**config.mk**
```make
export PLATFORM = sky130hd
export DESIGN_NAME = rs_top
export DESIGN_NICKNAME = d
export VERILOG_FILES = /design/src/verilog/rs_pkg.sv /design/src/verilog/rs_reg_trk.sv /design/src/verilog/rs_entry.sv /design/src/verilog/rs_alloc.sv /design/src/verilog/rs_picker.sv /design/src/verilog/rs_issue.sv /design/src/verilog/rs_top.sv
export SDC_FILE = /design/constraint.sdc
export NUM_CORES = 1
export LEC_CHECK = 0
export BUFFER_PORTS_ARGS = -buffer_cell sky130_fd_sc_hd__buf_2
export CAP_MARGIN = 10
export CORE_MARGIN = 10
export CORE_UTILIZATION = 60
export CTS_CLUSTER_SIZE = 25
export DETAILED_ROUTE_END_ITERATION = 10
export MAX_ROUTING_LAYER = met4
export PLACE_DENSITY_LB_ADDON = 0.25
export SLEW_MARGIN = 15
export SYNTH_ARGS = -nofsm -noshare
export SYNTH_HDL_FRONTEND = slang
export SYNTH_SLANG_ARGS = --single-unit
```
**constraint.sdc**
```tcl
create_clock -name clk -period 6.54 [get_ports clk]
set_input_delay 0.654 -clock clk [delete_from_list [all_inputs] [get_ports clk]]
set_output_delay 0.654 -clock clk [all_outputs]
set_load 0.02 [all_outputs]
```
**src/verilog/rs_pkg.sv**
```systemverilog
`default_nettype none

package rs_pkg;

   localparam int PRF_ID_W = 6;
   localparam int TAG_W    = 4;

   typedef logic [PRF_ID_W-1:0] t_prf_id;
   typedef logic [TAG_W-1:0]    t_uop_tag;

   typedef enum logic {
      OP_REG = 1'b0,
      OP_IMM = 1'b1
   } t_optype;

   // One source operand as seen at dispatch
   typedef struct packed {
      logic    pend;   // Producer not yet written back
      t_prf_id psrc;
      t_optype optype;
   } t_src_descr;

endpackage

`default_nettype wire

```
**src/verilog/rs_reg_trk.sv**
```systemverilog
`timescale 1ns/1ps
`default_nettype none

module rs_reg_trk
   import rs_pkg::*;
#(
   parameter int NUM_WB = 2
) (
   input  logic       clk,
   input  logic       reset,

   input  logic       alloc,
   input  t_src_descr alloc_src,
   input  logic       dealloc,

   input  logic       wb_en   [NUM_WB],
   input  t_prf_id    wb_pdst [NUM_WB],

   output t_prf_id    psrc,
   output logic       ready
);

   typedef enum logic [1:0] {
      SRC_IDLE,
      SRC_PEND,
      SRC_READY
   } t_fsm;

   t_fsm    fsm;
   t_fsm    fsm_nxt;
   t_prf_id cmp_psrc;
   logic    wb_match;

   // Allocation cycle compares against the incoming id
   assign cmp_psrc = alloc ? alloc_src.psrc : psrc;

   always_comb begin
      wb_match = 1'b0;
      for (int p = 0; p < NUM_WB; p++) begin
         if (wb_en[p] && (wb_pdst[p] == cmp_psrc)) begin
            wb_match = 1'b1;
         end
      end
   end

   always_ff @(posedge clk) begin
      if (alloc) begin
         psrc <= alloc_src.psrc;
      end
   end

   always_comb begin
      fsm_nxt = fsm;
      case (fsm)
         SRC_IDLE: begin
            if (alloc) begin
               fsm_nxt = (!alloc_src.pend || wb_match) ? SRC_READY : SRC_PEND;
            end
         end
         SRC_PEND: begin
            if (wb_match) begin
               fsm_nxt = SRC_READY;
            end else if (dealloc) begin
               fsm_nxt = SRC_IDLE;
            end
         end
         SRC_READY: begin
            if (dealloc) begin
               fsm_nxt = SRC_IDLE;
            end
         end
         default: fsm_nxt = SRC_IDLE;
      endcase
   end

   always_ff @(posedge clk) begin
      if (reset) begin
         fsm <= SRC_IDLE;
      end else begin
         fsm <= fsm_nxt;
      end
   end

   assign ready = (fsm == SRC_READY);

   // Immediates reach here with pend already cleared by rs_alloc
   a_pend_is_reg: assert property (@(posedge clk) disable iff (reset)
      (alloc && alloc_src.pend) |-> (alloc_src.optype == OP_REG));

endmodule

`default_nettype wire

```
**src/verilog/rs_entry.sv**
```systemverilog
`timescale 1ns/1ps
`default_nettype none

module rs_entry
   import rs_pkg::*;
#(
   parameter int NUM_WB = 2
) (
   input  logic       clk,
   input  logic       reset,

   input  logic       alloc,
   input  logic       dealloc,
   input  t_uop_tag   disp_tag,
   input  t_prf_id    disp_pdst,
   input  t_src_descr disp_src0,
   input  t_src_descr disp_src1,

   input  logic       wb_en   [NUM_WB],
   input  t_prf_id    wb_pdst [NUM_WB],

   output logic       valid,
   output logic       ready,
   output t_uop_tag   tag,
   output t_prf_id    pdst,
   output t_prf_id    psrc0,
   output t_prf_id    psrc1
);

   logic src0_ready;
   logic src1_ready;

   always_ff @(posedge clk) begin
      if (reset) begin
         valid <= 1'b0;
      end else if (alloc) begin
         valid <= 1'b1;
      end else if (dealloc) begin
         valid <= 1'b0;
      end
   end

   always_ff @(posedge clk) begin
      if (alloc) begin
         tag  <= disp_tag;
         pdst <= disp_pdst;
      end
   end

   rs_reg_trk #(.NUM_WB(NUM_WB)) trk_src0 (
      .clk       (clk),
      .reset     (reset),
      .alloc     (alloc),
      .alloc_src (disp_src0),
      .dealloc   (dealloc),
      .wb_en     (wb_en),
      .wb_pdst   (wb_pdst),
      .psrc      (psrc0),
      .ready     (src0_ready)
   );

   rs_reg_trk #(.NUM_WB(NUM_WB)) trk_src1 (
      .clk       (clk),
      .reset     (reset),
      .alloc     (alloc),
      .alloc_src (disp_src1),
      .dealloc   (dealloc),
      .wb_en     (wb_en),
      .wb_pdst   (wb_pdst),
      .psrc      (psrc1),
      .ready     (src1_ready)
   );

   assign ready = valid && src0_ready && src1_ready;

   a_alloc_dealloc: assert property (@(posedge clk) disable iff (reset)
      !(alloc && dealloc));

   // Allocator must only target free slots
   a_alloc_free: assert property (@(posedge clk) disable iff (reset)
      alloc |-> !valid);

endmodule

`default_nettype wire

```
**src/verilog/rs_alloc.sv**
```systemverilog
`timescale 1ns/1ps
`default_nettype none

module rs_alloc
   import rs_pkg::*;
#(
   parameter int NUM_ENTRIES = 4
) (
   input  logic                   clk,
   input  logic                   reset,

   input  logic                   disp_valid,
   input  t_uop_tag               disp_tag,
   input  t_prf_id                disp_pdst,
   input  t_src_descr             disp_src0,
   input  t_src_descr             disp_src1,
   input  logic [NUM_ENTRIES-1:0] entry_valid,

   output logic [NUM_ENTRIES-1:0] alloc,
   output t_uop_tag               alloc_tag,
   output t_prf_id                alloc_pdst,
   output t_src_descr             alloc_src0,
   output t_src_descr             alloc_src1,
   output logic                   rs_full
);

   logic [NUM_ENTRIES-1:0] free_onehot;

   always_comb begin
      free_onehot = '0;
      for (int i = NUM_ENTRIES - 1; i >= 0; i--) begin  // Last write wins, lowest index
         if (!entry_valid[i]) begin
            free_onehot    = '0;
            free_onehot[i] = 1'b1;
         end
      end
   end

   assign rs_full = &entry_valid;
   assign alloc   = (disp_valid && !rs_full) ? free_onehot : '0;

   assign alloc_tag  = disp_tag;
   assign alloc_pdst = disp_pdst;

   // Immediate operands never wait on a write-back
   always_comb begin
      alloc_src0 = disp_src0;
      alloc_src1 = disp_src1;
      if (disp_src0.optype == OP_IMM) alloc_src0.pend = 1'b0;
      if (disp_src1.optype == OP_IMM) alloc_src1.pend = 1'b0;
   end

   a_disp_full: assert property (@(posedge clk) disable iff (reset)
      !(disp_valid && rs_full))
      else $warning("dispatch dropped while window full");

   a_alloc_onehot: assert property (@(posedge clk) disable iff (reset)
      $onehot0(alloc));

endmodule

`default_nettype wire

```
**src/verilog/rs_picker.sv**
```systemverilog
`timescale 1ns/1ps
`default_nettype none

module rs_picker
   import rs_pkg::*;
#(
   parameter int NUM_ENTRIES = 4
) (
   input  logic [NUM_ENTRIES-1:0] ready,
   input  logic                   issue_stall,
   input  t_uop_tag               entry_tag   [NUM_ENTRIES],
   input  t_prf_id                entry_pdst  [NUM_ENTRIES],
   input  t_prf_id                entry_psrc0 [NUM_ENTRIES],
   input  t_prf_id                entry_psrc1 [NUM_ENTRIES],

   output logic [NUM_ENTRIES-1:0] pick,
   output logic                   pick_valid,
   output t_uop_tag               pick_tag,
   output t_prf_id                pick_pdst,
   output t_prf_id                pick_psrc0,
   output t_prf_id                pick_psrc1
);

   always_comb begin
      pick = '0;
      if (!issue_stall) begin
         for (int i = NUM_ENTRIES - 1; i >= 0; i--) begin  // Lowest ready index wins
            if (ready[i]) begin
               pick    = '0;
               pick[i] = 1'b1;
            end
         end
      end
   end

   assign pick_valid = |pick;

   // AND-OR mux, relies on pick being one-hot
   always_comb begin
      pick_tag   = '0;
      pick_pdst  = '0;
      pick_psrc0 = '0;
      pick_psrc1 = '0;
      for (int i = 0; i < NUM_ENTRIES; i++) begin
         if (pick[i]) begin
            pick_tag   = pick_tag | entry_tag[i];
            pick_pdst  = pick_pdst | entry_pdst[i];
            pick_psrc0 = pick_psrc0 | entry_psrc0[i];
            pick_psrc1 = pick_psrc1 | entry_psrc1[i];
         end
      end
   end

   always_comb begin
      a_pick_onehot: assert ($onehot0(pick));
   end

endmodule

`default_nettype wire

```
**src/verilog/rs_issue.sv**
```systemverilog
`timescale 1ns/1ps
`default_nettype none

module rs_issue
   import rs_pkg::*;
(
   input  logic     clk,
   input  logic     reset,

   input  logic     pick_valid,
   input  t_uop_tag pick_tag,
   input  t_prf_id  pick_pdst,
   input  t_prf_id  pick_psrc0,
   input  t_prf_id  pick_psrc1,

   output logic     issue_valid,
   output t_uop_tag issue_tag,
   output t_prf_id  issue_pdst,
   output t_prf_id  issue_psrc0,
   output t_prf_id  issue_psrc1
);

   always_ff @(posedge clk) begin
      if (reset) begin
         issue_valid <= 1'b0;
      end else begin
         issue_valid <= pick_valid;  // One pulse per pick
      end
   end

   always_ff @(posedge clk) begin
      issue_tag   <= pick_tag;
      issue_pdst  <= pick_pdst;
      issue_psrc0 <= pick_psrc0;
      issue_psrc1 <= pick_psrc1;
   end

endmodule

`default_nettype wire

```
**src/verilog/rs_top.sv**
```systemverilog
`timescale 1ns/1ps
`default_nettype none

module rs_top
   import rs_pkg::*;
#(
   parameter int NUM_ENTRIES = 4,
   parameter int NUM_WB      = 2
) (
   input  logic       clk,
   input  logic       reset,

   input  logic       disp_valid,
   input  t_uop_tag   disp_tag,
   input  t_prf_id    disp_pdst,
   input  t_src_descr disp_src0,
   input  t_src_descr disp_src1,
   output logic       rs_full,

   input  logic       wb_en   [NUM_WB],
   input  t_prf_id    wb_pdst [NUM_WB],

   input  logic       issue_stall,
   output logic       issue_valid,
   output t_uop_tag   issue_tag,
   output t_prf_id    issue_pdst,
   output t_prf_id    issue_psrc0,
   output t_prf_id    issue_psrc1
);

   logic [NUM_ENTRIES-1:0] alloc;
   logic [NUM_ENTRIES-1:0] pick;
   logic [NUM_ENTRIES-1:0] entry_valid;
   logic [NUM_ENTRIES-1:0] entry_ready;

   t_uop_tag   alloc_tag;
   t_prf_id    alloc_pdst;
   t_src_descr alloc_src0;
   t_src_descr alloc_src1;

   t_uop_tag entry_tag   [NUM_ENTRIES];
   t_prf_id  entry_pdst  [NUM_ENTRIES];
   t_prf_id  entry_psrc0 [NUM_ENTRIES];
   t_prf_id  entry_psrc1 [NUM_ENTRIES];

   logic     pick_valid;
   t_uop_tag pick_tag;
   t_prf_id  pick_pdst;
   t_prf_id  pick_psrc0;
   t_prf_id  pick_psrc1;

   rs_alloc #(.NUM_ENTRIES(NUM_ENTRIES)) alloc0 (
      .clk         (clk),
      .reset       (reset),
      .disp_valid  (disp_valid),
      .disp_tag    (disp_tag),
      .disp_pdst   (disp_pdst),
      .disp_src0   (disp_src0),
      .disp_src1   (disp_src1),
      .entry_valid (entry_valid),
      .alloc       (alloc),
      .alloc_tag   (alloc_tag),
      .alloc_pdst  (alloc_pdst),
      .alloc_src0  (alloc_src0),
      .alloc_src1  (alloc_src1),
      .rs_full     (rs_full)
   );

   for (genvar e = 0; e < NUM_ENTRIES; e++) begin : g_entry
      rs_entry #(.NUM_WB(NUM_WB)) entry0 (
         .clk       (clk),
         .reset     (reset),
         .alloc     (alloc[e]),
         .dealloc   (pick[e]),  // Freed at the pick edge
         .disp_tag  (alloc_tag),
         .disp_pdst (alloc_pdst),
         .disp_src0 (alloc_src0),
         .disp_src1 (alloc_src1),
         .wb_en     (wb_en),
         .wb_pdst   (wb_pdst),
         .valid     (entry_valid[e]),
         .ready     (entry_ready[e]),
         .tag       (entry_tag[e]),
         .pdst      (entry_pdst[e]),
         .psrc0     (entry_psrc0[e]),
         .psrc1     (entry_psrc1[e])
      );
   end

   rs_picker #(.NUM_ENTRIES(NUM_ENTRIES)) picker0 (
      .ready       (entry_ready),
      .issue_stall (issue_stall),
      .entry_tag   (entry_tag),
      .entry_pdst  (entry_pdst),
      .entry_psrc0 (entry_psrc0),
      .entry_psrc1 (entry_psrc1),
      .pick        (pick),
      .pick_valid  (pick_valid),
      .pick_tag    (pick_tag),
      .pick_pdst   (pick_pdst),
      .pick_psrc0  (pick_psrc0),
      .pick_psrc1  (pick_psrc1)
   );

   rs_issue issue0 (
      .clk         (clk),
      .reset       (reset),
      .pick_valid  (pick_valid),
      .pick_tag    (pick_tag),
      .pick_pdst   (pick_pdst),
      .pick_psrc0  (pick_psrc0),
      .pick_psrc1  (pick_psrc1),
      .issue_valid (issue_valid),
      .issue_tag   (issue_tag),
      .issue_pdst  (issue_pdst),
      .issue_psrc0 (issue_psrc0),
      .issue_psrc1 (issue_psrc1)
   );

endmodule

`default_nettype wire

```
==> impl_metrics.toml, run 1 <==
[outcome]
outcome = "completed"

[place]
hpwlAfterDp_mm = 14.1
gp_congestion = 0.989
dp_cells = 858
port-buffer-count = 67

[yosys]
synth_edf_count = 40
ys_ff_latch = 131
synthArstFlopShare = 0
yosysSeqAreaShare = 0.470
synth_area_um2 = 6420
postSynthNetCount = 735
ys_warn_count = 0
netlist_instances = 691
syn_avg_cell_area_um2 = 9.30
synth.distinct_cells = 65
ys.flop_type = "dfxtp_1"

[sta]
finalSetupTns_ns = 0
relSlewSlack = 0.301
final-max-slew-violation-count = 0
fin_crit_ns = 3.18
fmax_mhz = 315
setup_violations = 0
final_hold_viol_count = 0
tightest_slew_ns = 1.05
finalClockSkew_ns = 0.0129
rsz0062_at_grt = "false"
final.period_utilization = 0.486

[pwr]
ir_worst_vdd_mv = 0.161
p_leak_nw = 3.14
power.density_nw_per_um2 = 297

[global_routing]
antenna_found_initial = 0
grt_usage = 0.285
grt_overflow_total = 0
grt_max_degree = 34
grt_pass1_wl_mm = 32.0
first_global_vias = 5605

[setup_path]
reg2reg_from = "g_entry[0].entry0.valid"
ff2ff_setup_slack_ns = 3.36
critPathSlowestCell = "nand3b_1"
crit_path_max_fanout = 33
cp-start-kind = "flop"
r2r_cells = 9
worst_path_most_repeated_cell = "o2bb2ai_1"
cp_cell_sequence = "and3_1 -> nand3b_1 -> inv_1 -> buf_4 -> mux2_2 -> xnor2_1 -> nor4b_1 -> o2bb2ai_1 -> o2bb2ai_1"
reg2reg_to = "g_entry[3].entry0.trk_src0.fsm[1]"
worstPathRequired_ns = 7.00
path_class = "reg -> reg"
slowest_delay_ns = 0.63
worstSetupEndpointType = "flop"
cp.arrival_ns = 3.63

[detailed_routing]
top_layer = "met4"
wl_met3_mm = 2.08
wire_per_inst_um = 23.5
met2_length_mm = 9.69
wl_met1_mm = 8.33
drc = 0
drt_iter0_drc = 935
drt_first_pass_iters = 6
wl_mm = 20.9
antenna_left = 0
viasPerCell = 6.40
via_count = 5695

[clock_tree]
post-cts-setup-buffers = 0
cts-root-buf = "clkbuf_8"
htreeDepth = 4
cts_resized = 0
tritoncts = "yes"
cts.sinks = 131
cts_buffers = 17
clockBufferDepth = 2
clk_latency_ns = 0.53
cts_hold_buffers = 0
cts.clk_slew.worst_paths_ns = 0.07

[cells_and_area]
areaGrowthSynthToFinish_pct = 14.5
layoutNonFillerInstCount = 890
fill_cells = 834
finalNetCount = 785
drive_gt1_frac = 0.172
n_antenna_cell = 0

[die]
die_x_um = 123
initial_core_util = 0.620
die_h_um = 123
die_area_um2 = 15200
core_area_um2 = 10400
io_pins = 68
rows = 37

[hold_path]
hp-start = "disp_pdst[0]"
hold_depth = 1
hp-class = "in -> reg"
holdPathEnd = "g_entry[2].entry0.pdst[0]"

[flow_run]
drv_cap = 0
-- placed cells by master (no fill, tap or decap), types with 4 or more instances in the layout --
cell type and n:
inv_6 6, o2111ai_1 6, xor2_1 23, nor3_1 13, o21ai_0 22, a2111oi_0 5
o221ai_1 4, o22ai_1 9, nor4b_1 4, buf_2 67, edfxtp_1 40, nand3_1 7
mux2i_1 18, clkinv_1 4, mux2_2 6, xnor2_1 51, nand4_1 9, a21oi_1 27
a222oi_1 23, clkbuf_16 16, clkinvlp_4 5, or3_1 4, inv_1 43, nor4_1 10
nor2b_1 9, nor2_1 41, or2_2 7, nand2_1 105, dfxtp_1 91, buf_4 6
o211a_1 5, nand2b_1 8
-- routing by layer --
metal | vias to the layer above | GRT usage
met1 | 2699 | 0.353
met4 | 0 | 0.125
li1 | 2547 | -
met2 | 378 | 0.441
met5 | - | -
met3 | 71 | 0.0629
-- cell families after synthesis --
logic type | after synthesis | synth area share
simple gates | 236 | 0.174
flops | 131 | 0.470
buf+inv | 92 | 0.0590
mux | 27 | 0.0465
xor+xnor | 74 | 0.101
compound gates | 131 | 0.149
-- cell usage after synthesis (all sizes together) (5+ instances only) --
library cell / count / share of area
a2111oi: 5 / 0.0068
o211a: 5 / 0.0078
o21ai: 23 / 0.018
nor3: 14 / 0.011
o2111ai: 6 / 0.0082
nand2: 105 / 0.061
buf: 15 / 0.014
o22ai: 9 / 0.0088
xnor2: 51 / 0.070
a21oi: 28 / 0.022
mux2: 7 / 0.013
edfxtp: 40 / 0.19
nand2b: 8 / 0.0078
mux2i: 20 / 0.034
dfxtp: 91 / 0.28
nor4: 11 / 0.012
nor2b: 10 / 0.0097
a222oi: 23 / 0.036
nor2: 41 / 0.024
nand4: 9 / 0.0088
clkbuf: 27 / 0.016
inv: 46 / 0.027
or2: 7 / 0.0068
xor2: 23 / 0.031
nand3: 7 / 0.0055
-- flip-flops by register name (all words and copies together) (netlist names) --
name	flops
g_entry.entry0.trk_src0.psrc	24
g_entry.entry0.trk_src0.fsm	8
issue0.issue_psrc1	6
g_entry.entry0.trk_src1.psrc	24
g_entry.entry0.valid	4
g_entry.entry0.trk_src1.fsm	8
g_entry.entry0.pdst	24
issue0.issue_psrc0	6
issue0.issue_pdst	6
issue0.issue_valid	1
issue0.issue_tag	4
g_entry.entry0.tag	16
-- where the power goes --
group          internal (W)  switching, W
logic              0.000135      0.000194
registers          0.000904     0.0000601
clock network      0.000483      0.000406
-- worst max path at each step --
stage / startpoint / end / slack, ns / depth (start not counted)
2_1_floorplan: disp_valid / g_entry[2].entry0.trk_src0.fsm[1] / 4.09 / 9
5_1_grt: g_entry[0].entry0.valid / g_entry[3].entry0.trk_src0.fsm[1] / 3.20 / 9
4_1_cts: g_entry[0].entry0.valid / g_entry[3].entry0.trk_src0.fsm[1] / 3.43 / 9
3_3_place_gp: disp_valid / g_entry[3].entry0.trk_src0.fsm[0] / 3.35 / 9
3_5_place_dp: disp_valid / g_entry[3].entry0.trk_src0.fsm[1] / 3.26 / 9
6_report: g_entry[0].entry0.valid / g_entry[3].entry0.trk_src0.fsm[1] / 3.36 / 9
-- critical path, delay by kind of cell (launching register included) --
family / cells / cell delay (ns)
simple gates: 3 / 1.20
buf+inv: 2 / 0.59
flops: 1 / 0.41
mux: 1 / 0.40
compound gates: 2 / 0.35
xor+xnor: 1 / 0.13
-- cell type report --
type | count | area [µm²] | area share
clock buffers | 17 | 414 | 0.0563
repair buffers | 73 | 380 | 0.0517
inverters | 50 | 188 | 0.0255
well taps | 136 | 170 | 0.0231
multi-input cells | 468 | 3040 | 0.413
flip-flops and latches | 131 | 3020 | 0.411
clock inverters | 15 | 140 | 0.0191
-- through the flow --
step / utilization / worst slack, ns / hold WS (ns) / cell area (µm²) / power, W
6_report: 0.709 / 3.36 / 0.336 / 7360 / 0.00218
2_1_floorplan: - / 4.09 / 0.416 / 6420 / 0.00120
3_3_place_gp: 0.656 / 3.35 / 0.420 / 6800 / 0.00129
4_1_cts: 0.709 / 3.43 / 0.326 / 7350 / 0.00218
5_1_grt: 0.709 / 3.20 / 0.326 / 7360 / 0.00226
3_5_place_dp: 0.656 / 3.26 / 0.425 / 6800 / 0.00130
Power figures use the tool's default switching activity.
==> inputs of run 2 (changes only) <==
- CORE_UTILIZATION: 60 -> 59
- clock period: 6.54 -> 3.1 ns (I/O delays scaled with it)
==> impl_metrics.toml, run 2 (same netlist as run 1, synthesis figures left out) <==
[place]
gp_congestion = 1.02
port-buffer-count = 67
hpwlAfterDp_mm = 14.5

[setup_path]
cp.arrival_ns = 3.05
worstSetupEndpointType = "flop"
critPathSlowestCell = "dfxtp_1"
cp_cell_sequence = "nand3b_1 -> buf_4 -> inv_1 -> nand2_1 -> nand2_1 -> xnor2_1 -> nor4_1 -> or3_1 -> o211a_1"
startpoint = "g_entry[0].entry0.valid"
reg2reg_from = "g_entry[0].entry0.valid"
worstPathRequired_ns = 3.52
cp-start-kind = "flop"
slowest_delay_ns = 0.41
crit_path_max_fanout = 16
worst_path_most_repeated_cell = "nand2_1"
path_class = "reg -> reg"

[cells_and_area]
final_common_cell = "nand2_1"
final_cell_mix = "105 x nand2_1, 91 x dfxtp_1, 67 x buf_2"
n_antenna_cell = 0
finalNetCount = 803
fill_cells = 854
largestRegisters = "g_entry.entry0.pdst (24), g_entry.entry0.trk_src0.psrc (24), g_entry.entry0.trk_src1.psrc (24)"
drive_gt1_frac = 0.176
areaGrowthSynthToFinish_pct = 18.6

[clock_tree]
post-cts-setup-buffers = 0
clk_latency_ns = 0.53
cts.sinks = 131
clockBufferDepth = 2
cts.clk_slew.worst_paths_ns = 0.06
cts_buffers = 17
htreeDepth = 4
cts-root-buf = "clkbuf_8"
tritoncts = "yes"

[hold_path]
hp-start = "disp_tag[1]"
hp-class = "in -> reg"

[sta]
final-max-slew-violation-count = 0
rsz0062_at_grt = "false"
setup_violations = 0
relSlewSlack = 0.385
tightest_slew_ns = 0.916
fin_crit_ns = 2.63
fmax_mhz = 380
final.period_utilization = 0.848
finalClockSkew_ns = 0.00663
hold-worst-slack_ns = 0.0142
finalSetupTns_ns = 0
final_hold_viol_count = 0

[detailed_routing]
wire_per_inst_um = 22.4
drt_first_pass_iters = 6
antenna_left = 0
viasPerCell = 6.26
drt_iter0_drc = 596
drc = 0
via_count = 5706
wl_mm = 20.4

[pwr]
p_leak_nw = 3.28
ir_worst_vdd_mv = 0.368
power.density_nw_per_um2 = 654

[outcome]
outcome = "completed"

[global_routing]
grt_usage = 0.264
grt_max_degree = 24
antenna_found_initial = 0
grt_pass1_wl_mm = 31.6
first_global_vias = 5751
grt_overflow_total = 0

[die]
die_x_um = 124
die_h_um = 124
core_area_um2 = 10700
io_pins = 68
initial_core_util = 0.598
die_area_um2 = 15500
rows = 38

[flow_run]
drv_cap = 0
==> run 2: worst max-delay path: cells and delay by family (launching register included) <==
kind	cells	cell delay [ns]
AOI/OAI and AO/OA	1	0.24
xor gates and xnor gates	1	0.12
buffers and inverters	2	0.73
DFF	1	0.41
and+or+nand+nor	5	1.01
==> run 2: report_power, final <==
part           internal, W  total [W]  switching, W
sequential         0.00191    0.00204      0.000133
clock              0.00149    0.00224      0.000747
combinational     0.000297   0.000702      0.000405
==> run 2: layout make-up <==
cell class | instances | area (µm²) | share of cell area
multi-input cells | 468 | 3040 | 0.399
flip-flops and latches | 131 | 3020 | 0.397
repair buffers | 91 | 536 | 0.0703
clock buffers | 19 | 432 | 0.0566
clock inverters | 13 | 229 | 0.0300
inverters | 50 | 188 | 0.0246
well taps | 140 | 175 | 0.0230
==> run 2: per-stage QoR <==
| stage | util | cells | power [W] | cell area (µm²) | worst slack (ns) |
|---|---|---|---|---|---|
| floorplan | - | 691 | 0.00253 | 6420 | 0.934 |
| global placement | 0.640 | 872 | 0.00273 | 6880 | 0.547 |
| detailed placement | 0.640 | 872 | 0.00274 | 6880 | 0.524 |
| CTS | 0.709 | 912 | 0.00498 | 7620 | 0.514 |
| global route | 0.709 | 912 | 0.00514 | 7620 | 0.296 |
| finish | 0.709 | 912 | 0.00498 | 7620 | 0.470 |
==> run 2: repair_timing <==
item                      in CTS  in global routing
hold buffers                   8                  0
gates resized for setup        0                  0
hold endpoints to repair      32                  0
==> run 2: final timing paths <==
check                                                         end  slack, ns  depth (start not counted)
worst min register to register               issue0.issue_pdst[1]       0.45                          2
worst max-delay path            g_entry[1].entry0.trk_src0.fsm[1]       0.47                          9
worst min-delay path                     g_entry[1].entry0.tag[1]       0.01                          1
worst max register to register  g_entry[1].entry0.trk_src0.fsm[1]       0.47                          9
==> run 2: metal layers <==
| metal | routed length [µm] | global-route usage | vias to the layer above |
|---|---|---|---|
| met3 | 1900 | 0.0749 | 84 |
| met2 | 9410 | 0.407 | 337 |
| met5 | 0 | - | - |
| li1 | - | - | 2587 |
| met4 | 877 | 0.132 | 0 |
| met1 | 8230 | 0.311 | 2698 |
